### src/verilog/stream_consts.svh
// Stream constants for the TCDM streamer: widths, depths and channel count

`ifndef STREAM_CONSTS_SVH
`define STREAM_CONSTS_SVH

// Byte address width of the memory port
`define STREAM_ADDR_W 32

// Memory and stream word width
`define STREAM_DATA_W 32

// Width of a word count
`define STREAM_COUNT_W 16

// Response FIFO entries per load channel, also the initial credit count
`define LOAD_FIFO_DEPTH 4

// Load channels sharing the memory port behind the store channel
`define NUM_LOAD_CHANNELS 2

// Read order queue, sized for every credit of every load channel
`define ORDER_DEPTH 8

`endif
### src/verilog/stream_pkg.sv
// Stream package: vector types and FSM state encoding of the TCDM streamer

`include "stream_consts.svh"

`default_nettype none

package stream_pkg;

  typedef logic [`STREAM_ADDR_W-1:0] addr_t;
  typedef logic [`STREAM_DATA_W-1:0] data_t;
  typedef logic [`STREAM_COUNT_W-1:0] count_t;

  // Signed byte step between successive words
  typedef logic signed [`STREAM_ADDR_W-1:0] stride_t;

  // Index of a load channel, 0 is X and 1 is W
  typedef logic [0:0] chan_id_t;

  typedef logic [$clog2(`LOAD_FIFO_DEPTH+1)-1:0] credit_t;

  // Shared by the load and the store channel FSMs
  typedef enum logic [1:0] {
    IDLE,
    RUN,
    DRAIN
  } chan_state_e;

endpackage

`default_nettype wire

### src/verilog/tcdm_if.sv
// TCDM port interface: one request/response port between a channel and the arbiter

`include "stream_consts.svh"

`default_nettype none

interface tcdm_if import stream_pkg::*; ();

  // Request side, held stable until granted
  logic                       req;
  logic                       gnt;
  addr_t                      add;
  logic                       wen;
  data_t                      data;
  logic [`STREAM_DATA_W/8-1:0] be;

  // Response side, one pulse per read in request order
  logic                       r_valid;
  data_t                      r_data;

  modport initiator (
    output req, add, wen, data, be,
    input  gnt, r_valid, r_data
  );

  modport target (
    input  req, add, wen, data, be,
    output gnt, r_valid, r_data
  );

endinterface

`default_nettype wire

### src/verilog/tcdm_streamer.sv
// TCDM streamer top: X/W load channels and Z store channel sharing one memory port

`include "stream_consts.svh"

`default_nettype none

module tcdm_streamer import stream_pkg::*; (
  input  logic                        clk_i,
  input  logic                        reset_i,
  input  logic                        start_i,
  input  addr_t                       x_base_i,
  input  stride_t                     x_stride_i,
  input  count_t                      x_count_i,
  input  addr_t                       w_base_i,
  input  stride_t                     w_stride_i,
  input  count_t                      w_count_i,
  input  addr_t                       z_base_i,
  input  stride_t                     z_stride_i,
  input  count_t                      z_count_i,
  output logic                        x_valid_o,
  output data_t                       x_data_o,
  input  logic                        x_ready_i,
  output logic                        w_valid_o,
  output data_t                       w_data_o,
  input  logic                        w_ready_i,
  input  logic                        z_valid_i,
  input  data_t                       z_data_i,
  output logic                        z_ready_o,
  output logic                        mem_req_o,
  output addr_t                       mem_addr_o,
  output logic                        mem_wen_o,
  output data_t                       mem_wdata_o,
  output logic [`STREAM_DATA_W/8-1:0] mem_be_o,
  input  logic                        mem_gnt_i,
  input  logic                        mem_rvalid_i,
  input  data_t                       mem_rdata_i,
  output logic                        busy_o,
  output logic                        done_o
);

  logic                          start_go;
  logic [`NUM_LOAD_CHANNELS-1:0] load_done;
  logic                          z_done;

  tcdm_if x_port ();
  tcdm_if w_port ();
  tcdm_if z_port ();

  // A start during a run is dropped here
  assign start_go = start_i & ~busy_o;

  load_source i_x_source (
    .clk_i (clk_i), .reset_i (reset_i), .start_i (start_go),
    .base_i (x_base_i), .stride_i (x_stride_i), .count_i (x_count_i),
    .port (x_port), .valid_o (x_valid_o), .data_o (x_data_o),
    .ready_i (x_ready_i), .done_o (load_done[0])
  );

  load_source i_w_source (
    .clk_i (clk_i), .reset_i (reset_i), .start_i (start_go),
    .base_i (w_base_i), .stride_i (w_stride_i), .count_i (w_count_i),
    .port (w_port), .valid_o (w_valid_o), .data_o (w_data_o),
    .ready_i (w_ready_i), .done_o (load_done[1])
  );

  store_sink i_z_sink (
    .clk_i (clk_i), .reset_i (reset_i), .start_i (start_go),
    .base_i (z_base_i), .stride_i (z_stride_i), .count_i (z_count_i),
    .z_valid_i (z_valid_i), .z_data_i (z_data_i), .z_ready_o (z_ready_o),
    .port (z_port), .done_o (z_done)
  );

  tcdm_arbiter i_arbiter (
    .clk_i (clk_i), .reset_i (reset_i),
    .x_port (x_port), .w_port (w_port), .z_port (z_port),
    .mem_req_o (mem_req_o), .mem_addr_o (mem_addr_o), .mem_wen_o (mem_wen_o),
    .mem_be_o (mem_be_o), .mem_wdata_o (mem_wdata_o), .mem_gnt_i (mem_gnt_i),
    .mem_rvalid_i (mem_rvalid_i), .mem_rdata_i (mem_rdata_i)
  );

  // Run ends once every channel reports done, busy drops as done pulses
  always_ff @(posedge clk_i) begin
    if (reset_i) begin
      busy_o <= 1'b0;
      done_o <= 1'b0;
    end else begin
      done_o <= 1'b0;
      if (start_go) begin
        busy_o <= 1'b1;
      end else if (busy_o && (&load_done) && z_done) begin
        busy_o <= 1'b0;
        done_o <= 1'b1;
      end
    end
  end

endmodule

`default_nettype wire

### src/verilog/tcdm_arbiter.sv
// Load/store arbiter onto the single memory port, with in-order read response routing

`include "stream_consts.svh"

`default_nettype none

module tcdm_arbiter import stream_pkg::*; (
  input  logic                        clk_i,
  input  logic                        reset_i,
  tcdm_if.target                      x_port,
  tcdm_if.target                      w_port,
  tcdm_if.target                      z_port,
  output logic                        mem_req_o,
  output addr_t                       mem_addr_o,
  output logic                        mem_wen_o,
  output logic [`STREAM_DATA_W/8-1:0] mem_be_o,
  output data_t                       mem_wdata_o,
  input  logic                        mem_gnt_i,
  input  logic                        mem_rvalid_i,
  input  data_t                       mem_rdata_i
);

  localparam chan_id_t    X_ID  = 1'b0;
  localparam chan_id_t    W_ID  = 1'b1;
  localparam int unsigned ORD_W = $clog2(`ORDER_DEPTH);

  logic           sel_x;
  logic           sel_w;
  logic           sel_z;
  logic           hold_q;
  logic [2:0]     held_q;
  chan_id_t       last_q;
  logic           granted;
  chan_id_t       order_q [`ORDER_DEPTH];
  logic [ORD_W-1:0] wr_ptr_q;
  logic [ORD_W-1:0] rd_ptr_q;
  chan_id_t       head_id;

  // Z first, then X and W alternating on the last winner
  always_comb begin
    sel_x = 1'b0;
    sel_w = 1'b0;
    sel_z = 1'b0;
    if (hold_q) begin
      // Keep a stalled request on the port until the memory takes it
      {sel_w, sel_x, sel_z} = held_q;
    end else if (z_port.req) begin
      sel_z = 1'b1;
    end else if (x_port.req && w_port.req) begin
      sel_w = (last_q == X_ID);
      sel_x = (last_q == W_ID);
    end else begin
      sel_x = x_port.req;
      sel_w = w_port.req;
    end
  end

  assign mem_req_o   = sel_x | sel_w | sel_z;
  assign mem_addr_o  = sel_z ? z_port.add  : (sel_w ? w_port.add  : x_port.add);
  assign mem_wen_o   = sel_z ? z_port.wen  : (sel_w ? w_port.wen  : x_port.wen);
  assign mem_be_o    = sel_z ? z_port.be   : (sel_w ? w_port.be   : x_port.be);
  assign mem_wdata_o = sel_z ? z_port.data : (sel_w ? w_port.data : x_port.data);

  assign granted    = mem_req_o & mem_gnt_i;
  assign x_port.gnt = granted & sel_x;
  assign w_port.gnt = granted & sel_w;
  assign z_port.gnt = granted & sel_z;

  // Responses come back in order, the queue head names their owner
  assign head_id        = order_q[rd_ptr_q];
  assign x_port.r_valid = mem_rvalid_i & (head_id == X_ID);
  assign w_port.r_valid = mem_rvalid_i & (head_id == W_ID);
  assign z_port.r_valid = 1'b0;
  assign x_port.r_data  = mem_rdata_i;
  assign w_port.r_data  = mem_rdata_i;
  assign z_port.r_data  = mem_rdata_i;

  always_ff @(posedge clk_i) begin
    if (reset_i) begin
      hold_q   <= 1'b0;
      held_q   <= '0;
      last_q   <= W_ID;
      wr_ptr_q <= '0;
      rd_ptr_q <= '0;
    end else begin
      hold_q <= mem_req_o & ~mem_gnt_i;
      held_q <= {sel_w, sel_x, sel_z};
      if (granted && !sel_z) begin
        last_q   <= sel_w ? W_ID : X_ID;
        wr_ptr_q <= wr_ptr_q + 1'b1;
      end
      if (mem_rvalid_i) begin
        rd_ptr_q <= rd_ptr_q + 1'b1;
      end
    end
  end

  always_ff @(posedge clk_i) begin
    if (granted && !sel_z) begin
      order_q[wr_ptr_q] <= sel_w ? W_ID : X_ID;
    end
  end

endmodule

`default_nettype wire

### src/verilog/store_sink.sv
// Store channel: turns the Z stream into full-word writes along a strided sequence

`default_nettype none

module store_sink import stream_pkg::*; (
  input  logic    clk_i,
  input  logic    reset_i,
  input  logic    start_i,
  input  addr_t   base_i,
  input  stride_t stride_i,
  input  count_t  count_i,
  input  logic    z_valid_i,
  input  data_t   z_data_i,
  output logic    z_ready_o,
  tcdm_if.initiator port,
  output logic    done_o
);

  chan_state_e state_q;
  addr_t       addr_q;
  stride_t     stride_q;
  count_t      left_q;
  data_t       data_q;
  logic        req_q;
  logic        accept;

  // One word in flight at a time, so memory stalls reach the stream
  assign z_ready_o = (state_q == RUN) && !req_q;
  assign accept    = z_valid_i & z_ready_o;

  assign port.req  = req_q;
  assign port.add  = addr_q;
  assign port.wen  = 1'b1;
  assign port.data = data_q;
  assign port.be   = '1;

  always_ff @(posedge clk_i) begin
    if (reset_i) begin
      state_q <= IDLE;
      left_q  <= '0;
      req_q   <= 1'b0;
      done_o  <= 1'b0;
    end else begin
      if (state_q == IDLE && start_i) begin
        addr_q   <= base_i;
        stride_q <= stride_i;
        left_q   <= count_i;
        done_o   <= (count_i == '0);
        state_q  <= (count_i == '0) ? IDLE : RUN;
      end
      if (accept) begin
        data_q <= z_data_i;
        req_q  <= 1'b1;
        left_q <= left_q - 1'b1;
        // Last word taken, only its write remains
        if (left_q == count_t'(1)) begin
          state_q <= DRAIN;
        end
      end
      if (req_q && port.gnt) begin
        req_q  <= 1'b0;
        addr_q <= addr_q + addr_t'(stride_q);
        if (state_q == DRAIN) begin
          state_q <= IDLE;
          done_o  <= 1'b1;
        end
      end
    end
  end

endmodule

`default_nettype wire

### src/verilog/load_source.sv
// Load channel: strided reads under credit control, response FIFO, output stream

`include "stream_consts.svh"

`default_nettype none

module load_source import stream_pkg::*; #(
  parameter int unsigned FIFO_DEPTH = `LOAD_FIFO_DEPTH
) (
  input  logic    clk_i,
  input  logic    reset_i,
  input  logic    start_i,
  input  addr_t   base_i,
  input  stride_t stride_i,
  input  count_t  count_i,
  tcdm_if.initiator port,
  output logic    valid_o,
  output data_t   data_o,
  input  logic    ready_i,
  output logic    done_o
);

  localparam int unsigned PTR_W  = $clog2(FIFO_DEPTH);
  localparam int unsigned FILL_W = $clog2(FIFO_DEPTH + 1);

  chan_state_e state_q;
  addr_t       addr_q;
  stride_t     stride_q;
  count_t      req_left_q;
  count_t      pop_left_q;
  credit_t     credits_q;
  logic        issue;
  logic        pop;

  data_t             fifo_mem [FIFO_DEPTH];
  logic [PTR_W-1:0]  wr_ptr_q;
  logic [PTR_W-1:0]  rd_ptr_q;
  logic [FILL_W-1:0] fill_q;

  // A read goes out only while a FIFO slot is reserved for its answer
  assign port.req  = (state_q == RUN) && (credits_q != '0);
  assign port.add  = addr_q;
  assign port.wen  = 1'b0;
  assign port.data = '0;
  assign port.be   = '1;

  assign issue = port.req & port.gnt;
  assign pop   = valid_o & ready_i;

  assign valid_o = (fill_q != '0);
  assign data_o  = fifo_mem[rd_ptr_q];

  always_ff @(posedge clk_i) begin
    if (reset_i) begin
      state_q    <= IDLE;
      req_left_q <= '0;
      pop_left_q <= '0;
      done_o     <= 1'b0;
    end else begin
      case (state_q)
        IDLE: begin
          if (start_i) begin
            addr_q     <= base_i;
            stride_q   <= stride_i;
            req_left_q <= count_i;
            pop_left_q <= count_i;
            // Empty transfer finishes at once
            done_o     <= (count_i == '0);
            state_q    <= (count_i == '0) ? IDLE : RUN;
          end
        end
        RUN: begin
          if (issue) begin
            addr_q     <= addr_q + addr_t'(stride_q);
            req_left_q <= req_left_q - 1'b1;
            if (req_left_q == count_t'(1)) begin
              state_q <= DRAIN;
            end
          end
        end
        DRAIN: begin
          // Wait for the last word to leave on the stream
          if (pop && pop_left_q == count_t'(1)) begin
            state_q <= IDLE;
            done_o  <= 1'b1;
          end
        end
        default: state_q <= IDLE;
      endcase
      if (pop) begin
        pop_left_q <= pop_left_q - 1'b1;
      end
    end
  end

  // One credit spent per granted read, one returned per pop
  always_ff @(posedge clk_i) begin
    if (reset_i) begin
      credits_q <= credit_t'(FIFO_DEPTH);
    end else begin
      credits_q <= credits_q + credit_t'(pop) - credit_t'(issue);
    end
  end

  always_ff @(posedge clk_i) begin
    if (reset_i) begin
      wr_ptr_q <= '0;
      rd_ptr_q <= '0;
      fill_q   <= '0;
    end else begin
      if (port.r_valid) begin
        wr_ptr_q <= (wr_ptr_q == PTR_W'(FIFO_DEPTH - 1)) ? '0 : wr_ptr_q + 1'b1;
      end
      if (pop) begin
        rd_ptr_q <= (rd_ptr_q == PTR_W'(FIFO_DEPTH - 1)) ? '0 : rd_ptr_q + 1'b1;
      end
      fill_q <= fill_q + FILL_W'(port.r_valid) - FILL_W'(pop);
    end
  end

  always_ff @(posedge clk_i) begin
    if (port.r_valid) begin
      fifo_mem[wr_ptr_q] <= port.r_data;
    end
  end

endmodule

`default_nettype wire

### config.mk
export PLATFORM = sky130hd
export DESIGN_NAME = tcdm_streamer
export DESIGN_NICKNAME = d
export VERILOG_FILES = /design/src/verilog/stream_pkg.sv /design/src/verilog/tcdm_if.sv /design/src/verilog/tcdm_streamer.sv /design/src/verilog/tcdm_arbiter.sv /design/src/verilog/store_sink.sv /design/src/verilog/load_source.sv
export VERILOG_INCLUDE_DIRS = /design/src /design/src/verilog
export SDC_FILE = /design/constraint.sdc
export NUM_CORES = 1
export LEC_CHECK = 0
export BUFFER_PORTS_ARGS = -buffer_cell sky130_fd_sc_hd__buf_2
export CAP_MARGIN = 20
export CORE_UTILIZATION = 40
export CTS_BUF_LIST = sky130_fd_sc_hd__clkbuf_4
export DETAILED_ROUTE_END_ITERATION = 8
export GPL_TIMING_DRIVEN = 0
export PLACE_DENSITY = 0.62
export SKIP_CTS_REPAIR_TIMING = 1
export SLEW_MARGIN = 15
export SYNTH_ARGS = -nofsm -noshare
export SYNTH_HDL_FRONTEND = slang
export SYNTH_SLANG_ARGS = --single-unit
export TNS_END_PERCENT = 5
### constraint.sdc
create_clock -name clk_i -period 4.6 [get_ports clk_i]
set_input_delay 1.38 -clock clk_i [delete_from_list [all_inputs] [get_ports clk_i]]
set_output_delay 1.38 -clock clk_i [all_outputs]
set_load 0.005 [all_outputs]
==> reports/results.tsv <==
stage	metric	value	unit
outcome	status	finished clean	
setup_path	start_kind	flip-flop	
power	switching_share	0.3031	
synthesis	syn_inst	2521	
timing	relSlewSlack	0.3324	
timing	fin_skew	109.8	ps
die	core	73450	um2
cells_and_area	drive_gt1_frac	0.2661	
setup_path	path_max_fanout	10	
detailed_routing	viasPerCell	5.522	
synthesis	synth_cell_types	74	
run	maxCapViolations	0	
timing	final-hold-violation-count	0	
synthesis	ys_seq_area_frac	0.5773	
timing	rsz0062_at_grt	true	
detailed_routing	wl_per_cell	21.41	um
detailed_routing	drt-met1-wl	36.45	mm
detailed_routing	highest_layer	met5	
clock_network	htreeDepth	4	
setup_path	worstReg2RegStart	i_w_source.port.add[0]$_DFFE_PP_	
min_path	hp-start	i_z_sink.left_q[14]$_SDFFE_PP0P_	
grt	grt_max_degree	33	
setup_path	slowest_stage	dfxtp_1	
setup_path	crit_arrival	3170	ps
detailed_routing	wl	91.51	mm
timing	period_needed	4552	ps
power	peakVddDrop	184.8	uV
synthesis	syn_avg_cell_area	11.86	um2
die	die_h	275.4	um
detailed_routing	drt-initial-drc-count	1719	
cells_and_area	fin_util	0.4939	
clock_network	cts-buffers-inserted	168	
timing	tightest_slew	999.4	ps
timing	timing.final.max_slew_violations	0	
setup_path	slowest_delay	470	ps
die	ios	451	
detailed_routing	routed-wl-met2	44.69	mm
synthesis	ys_warn_count	0	
power	pwr-share-clk	0.337	
grt	antenna_found_initial	36	
clock_network	cts_sinks	618	
grt	grt_pass1_wl	135.4	mm
clock_network	cts.clk_slew.worst_paths	60	ps
cells_and_area	nets	3603	
power	p_per_area	420.0	nW/um2
place	place_inst	3942	
setup_path	worstPathRequired	3220	ps
setup_path	path_cells	mux2i_4 -> clkinvlp_4 -> buf_4 -> buf_2 -> clkbuf_1 -> nand2_1 -> o21ai_1 -> buf_2	
synthesis	synth-async-reset-ratio	0	
timing	period_share	0.9895	
place	routabilityCongestion	0.9175	
detailed_routing	remaining_drc_errors	0	
synthesis	synth_area	29890	um2
setup_path	crit_start	i_z_sink.port.req$_SDFFE_PP0P_	
die	die-area	75830	um2
clock_network	clk_path_buf_depth	3	
cells_and_area	syn2layout_area_growth	21.38	%
place	hpwl	67.88	mm
grt	grt_usage	0.2368	
detailed_routing	vias	23594	
detailed_routing	wl_met3	7.257	mm
die	die_x	275.4	um
clock_network	clk_root_buffer_cell	clkbuf_4	
setup_path	worst-path-buf-inv	5	
power	seq_power_share	0.442	
clock_network	cts_tree	done	
synthesis	synth_edf_count	488	
clock_network	clock_latency	1050	ps
timing	setup_violations	0	
grt	grt_pass1_vias	23691	
synthesis	synth_seq_cells	618	
setup_path	criticalPathCategory	flip-flop to output pin	
synthesis	synth_top_flop_cell	edfxtp_1	
power	p_leak	13.76	nW
detailed_routing	drt-pass1-iter-count	5	
power	p_comb_frac	0.221	
die	rows	99	
grt	overflow	0	
min_path	hold_path.class	flip-flop to flip-flop	
cells_and_area	final_cells	4273	
setup_path	crit_path_end_kind	output pin	
power	intPower	0.01062	W
die	initial_utilization	0.4069	
place	io_buffers	443	
detailed_routing	drtAntennaViolNets	0	
setup_path	cp_common_cell	buf_2	
timing	fmax	0.2197	GHz
power	p_switching	0.004619	W
setup_path	crit_family	buffers and inverters	
-- power by group through the flow --
stage                     logic [W]  registers [W]  clock network (W)
after CTS                   0.00331        0.00672            0.00529
after detailed placement    0.00329        0.00684                  0
after floorplan             0.00210        0.00676                  0
after global placement      0.00317        0.00683                  0
final                       0.00336        0.00674            0.00514
after global routing        0.00371        0.00677            0.00558
-- cells by family (layout without fill, tap and decap cells) --
kind of cell / Yosys count / after routing / synth area share
adder cells (fa/ha/maj): 130 / 130 / 0.05617
other: 1 / 26 / 0.0001255
AO/OA/AOI/OAI: 621 / 621 / 0.1282
multiplexers: 112 / 112 / 0.06530
AND/OR/NAND/NOR: 787 / 787 / 0.1285
flip-flops: 618 / 618 / 0.5773
buffers and inverters: 181 / 949 / 0.02352
XOR/XNOR: 71 / 71 / 0.02080
-- layout by cell type, fill, tap and decap left out, types with 35 or more instances in the layout --
cell type  count
edfxtp_1     488
buf_2        448
nand2_1      266
clkbuf_4     241
o21ai_0      181
a21oi_1      171
nor2_1       148
dfxtp_1      127
ha_1         123
clkbuf_1      80
inv_1         71
nor3_1        67
mux4_2        66
nand3_1       51
and2_1        48
xor2_1        43
clkinv_1      38
a211oi_1      35
-- final cells by class --
type,count,area [um2]
antenna,22,55.05
buffer,108,491.7
clock buffer,241,1809
clock inverter,60,434.2
fill,6683,37170
inverter,72,274.0
multi-input combinational,1725,12140
sequential,618,17260
tap,959,1200
timing repair buffer,468,2618
-- layer usage --
layer	up-vias	track usage
li1	11013	-
met1	11407	0.2865
met2	944	0.3974
met3	196	0.06629
met4	34	0.09596
met5	-	0
-- through the flow --
stage / total power (W) / instance area [um2] / TNS, ps / hold WS, ps / setup WS, ps
global placement: 0.01000 / 33320 / -138640 / 444.8 / -1352
CTS: 0.01532 / 35970 / -31720 / 391.2 / -1204
floorplan: 0.008860 / 29900 / 0 / 436.0 / 479.1
detailed placement: 0.01013 / 33720 / -334.8 / 452.1 / -77.00
finish: 0.01524 / 36280 / 0 / 457.1 / 48.09
global route: 0.01607 / 36250 / -1028 / 412.1 / -135.5
-- tightest hold or removal path: cells and delay by family (launching register included) --
family / cells / cell delay, ps
AOI/OAI and AO/OA: 1 / 50
DFF: 1 / 310
and+or+nand+nor: 1 / 50
-- synthesized netlist by cell type, types with 35 or more instances --
cell | count | share of area
a211oi_1 | 35 | 0.0088
a21oi_1 | 172 | 0.029
and2_1 | 52 | 0.011
clkbuf_1 | 86 | 0.011
dfxtp_1 | 130 | 0.087
edfxtp_1 | 488 | 0.49
ha_1 | 123 | 0.051
inv_1 | 72 | 0.0090
mux2i_1 | 42 | 0.014
mux4_2 | 66 | 0.050
nand2_1 | 266 | 0.033
nand3_1 | 51 | 0.0085
nor2_1 | 154 | 0.019
nor3_1 | 67 | 0.011
o21ai_0 | 194 | 0.032
xor2_1 | 43 | 0.013
-- state kept, by name (all words and copies together) (netlist names), 8 cells and up, named ones only --
register               flops
i_w_source.fifo_mem      128
i_x_source.fifo_mem      128
i_w_source.port.add       32
i_w_source.stride_q       32
i_x_source.port.add       32
i_x_source.stride_q       32
i_z_sink.port.add         32
i_z_sink.port.data        32
i_z_sink.stride_q         32
i_w_source.pop_left_q     16
i_w_source.req_left_q     16
i_x_source.pop_left_q     16
i_x_source.req_left_q     16
i_z_sink.left_q           16
i_arbiter.order_q          8
-- final timing paths --
| kind | end | slack [ps] | cells after the start |
|---|---|---|---|
| setup / recovery | mem_addr_o[13] | 50 | 8 |
| setup reg to reg | i_w_source.port.add[28]$_DFFE_PP_ | 1190 | 11 |
| hold / removal | i_z_sink.left_q[14]$_SDFFE_PP0P_ | 460 | 2 |
| hold reg to reg | i_z_sink.left_q[14]$_SDFFE_PP0P_ | 460 | 2 |
Note: power is estimated with default switching activity, not from simulation.
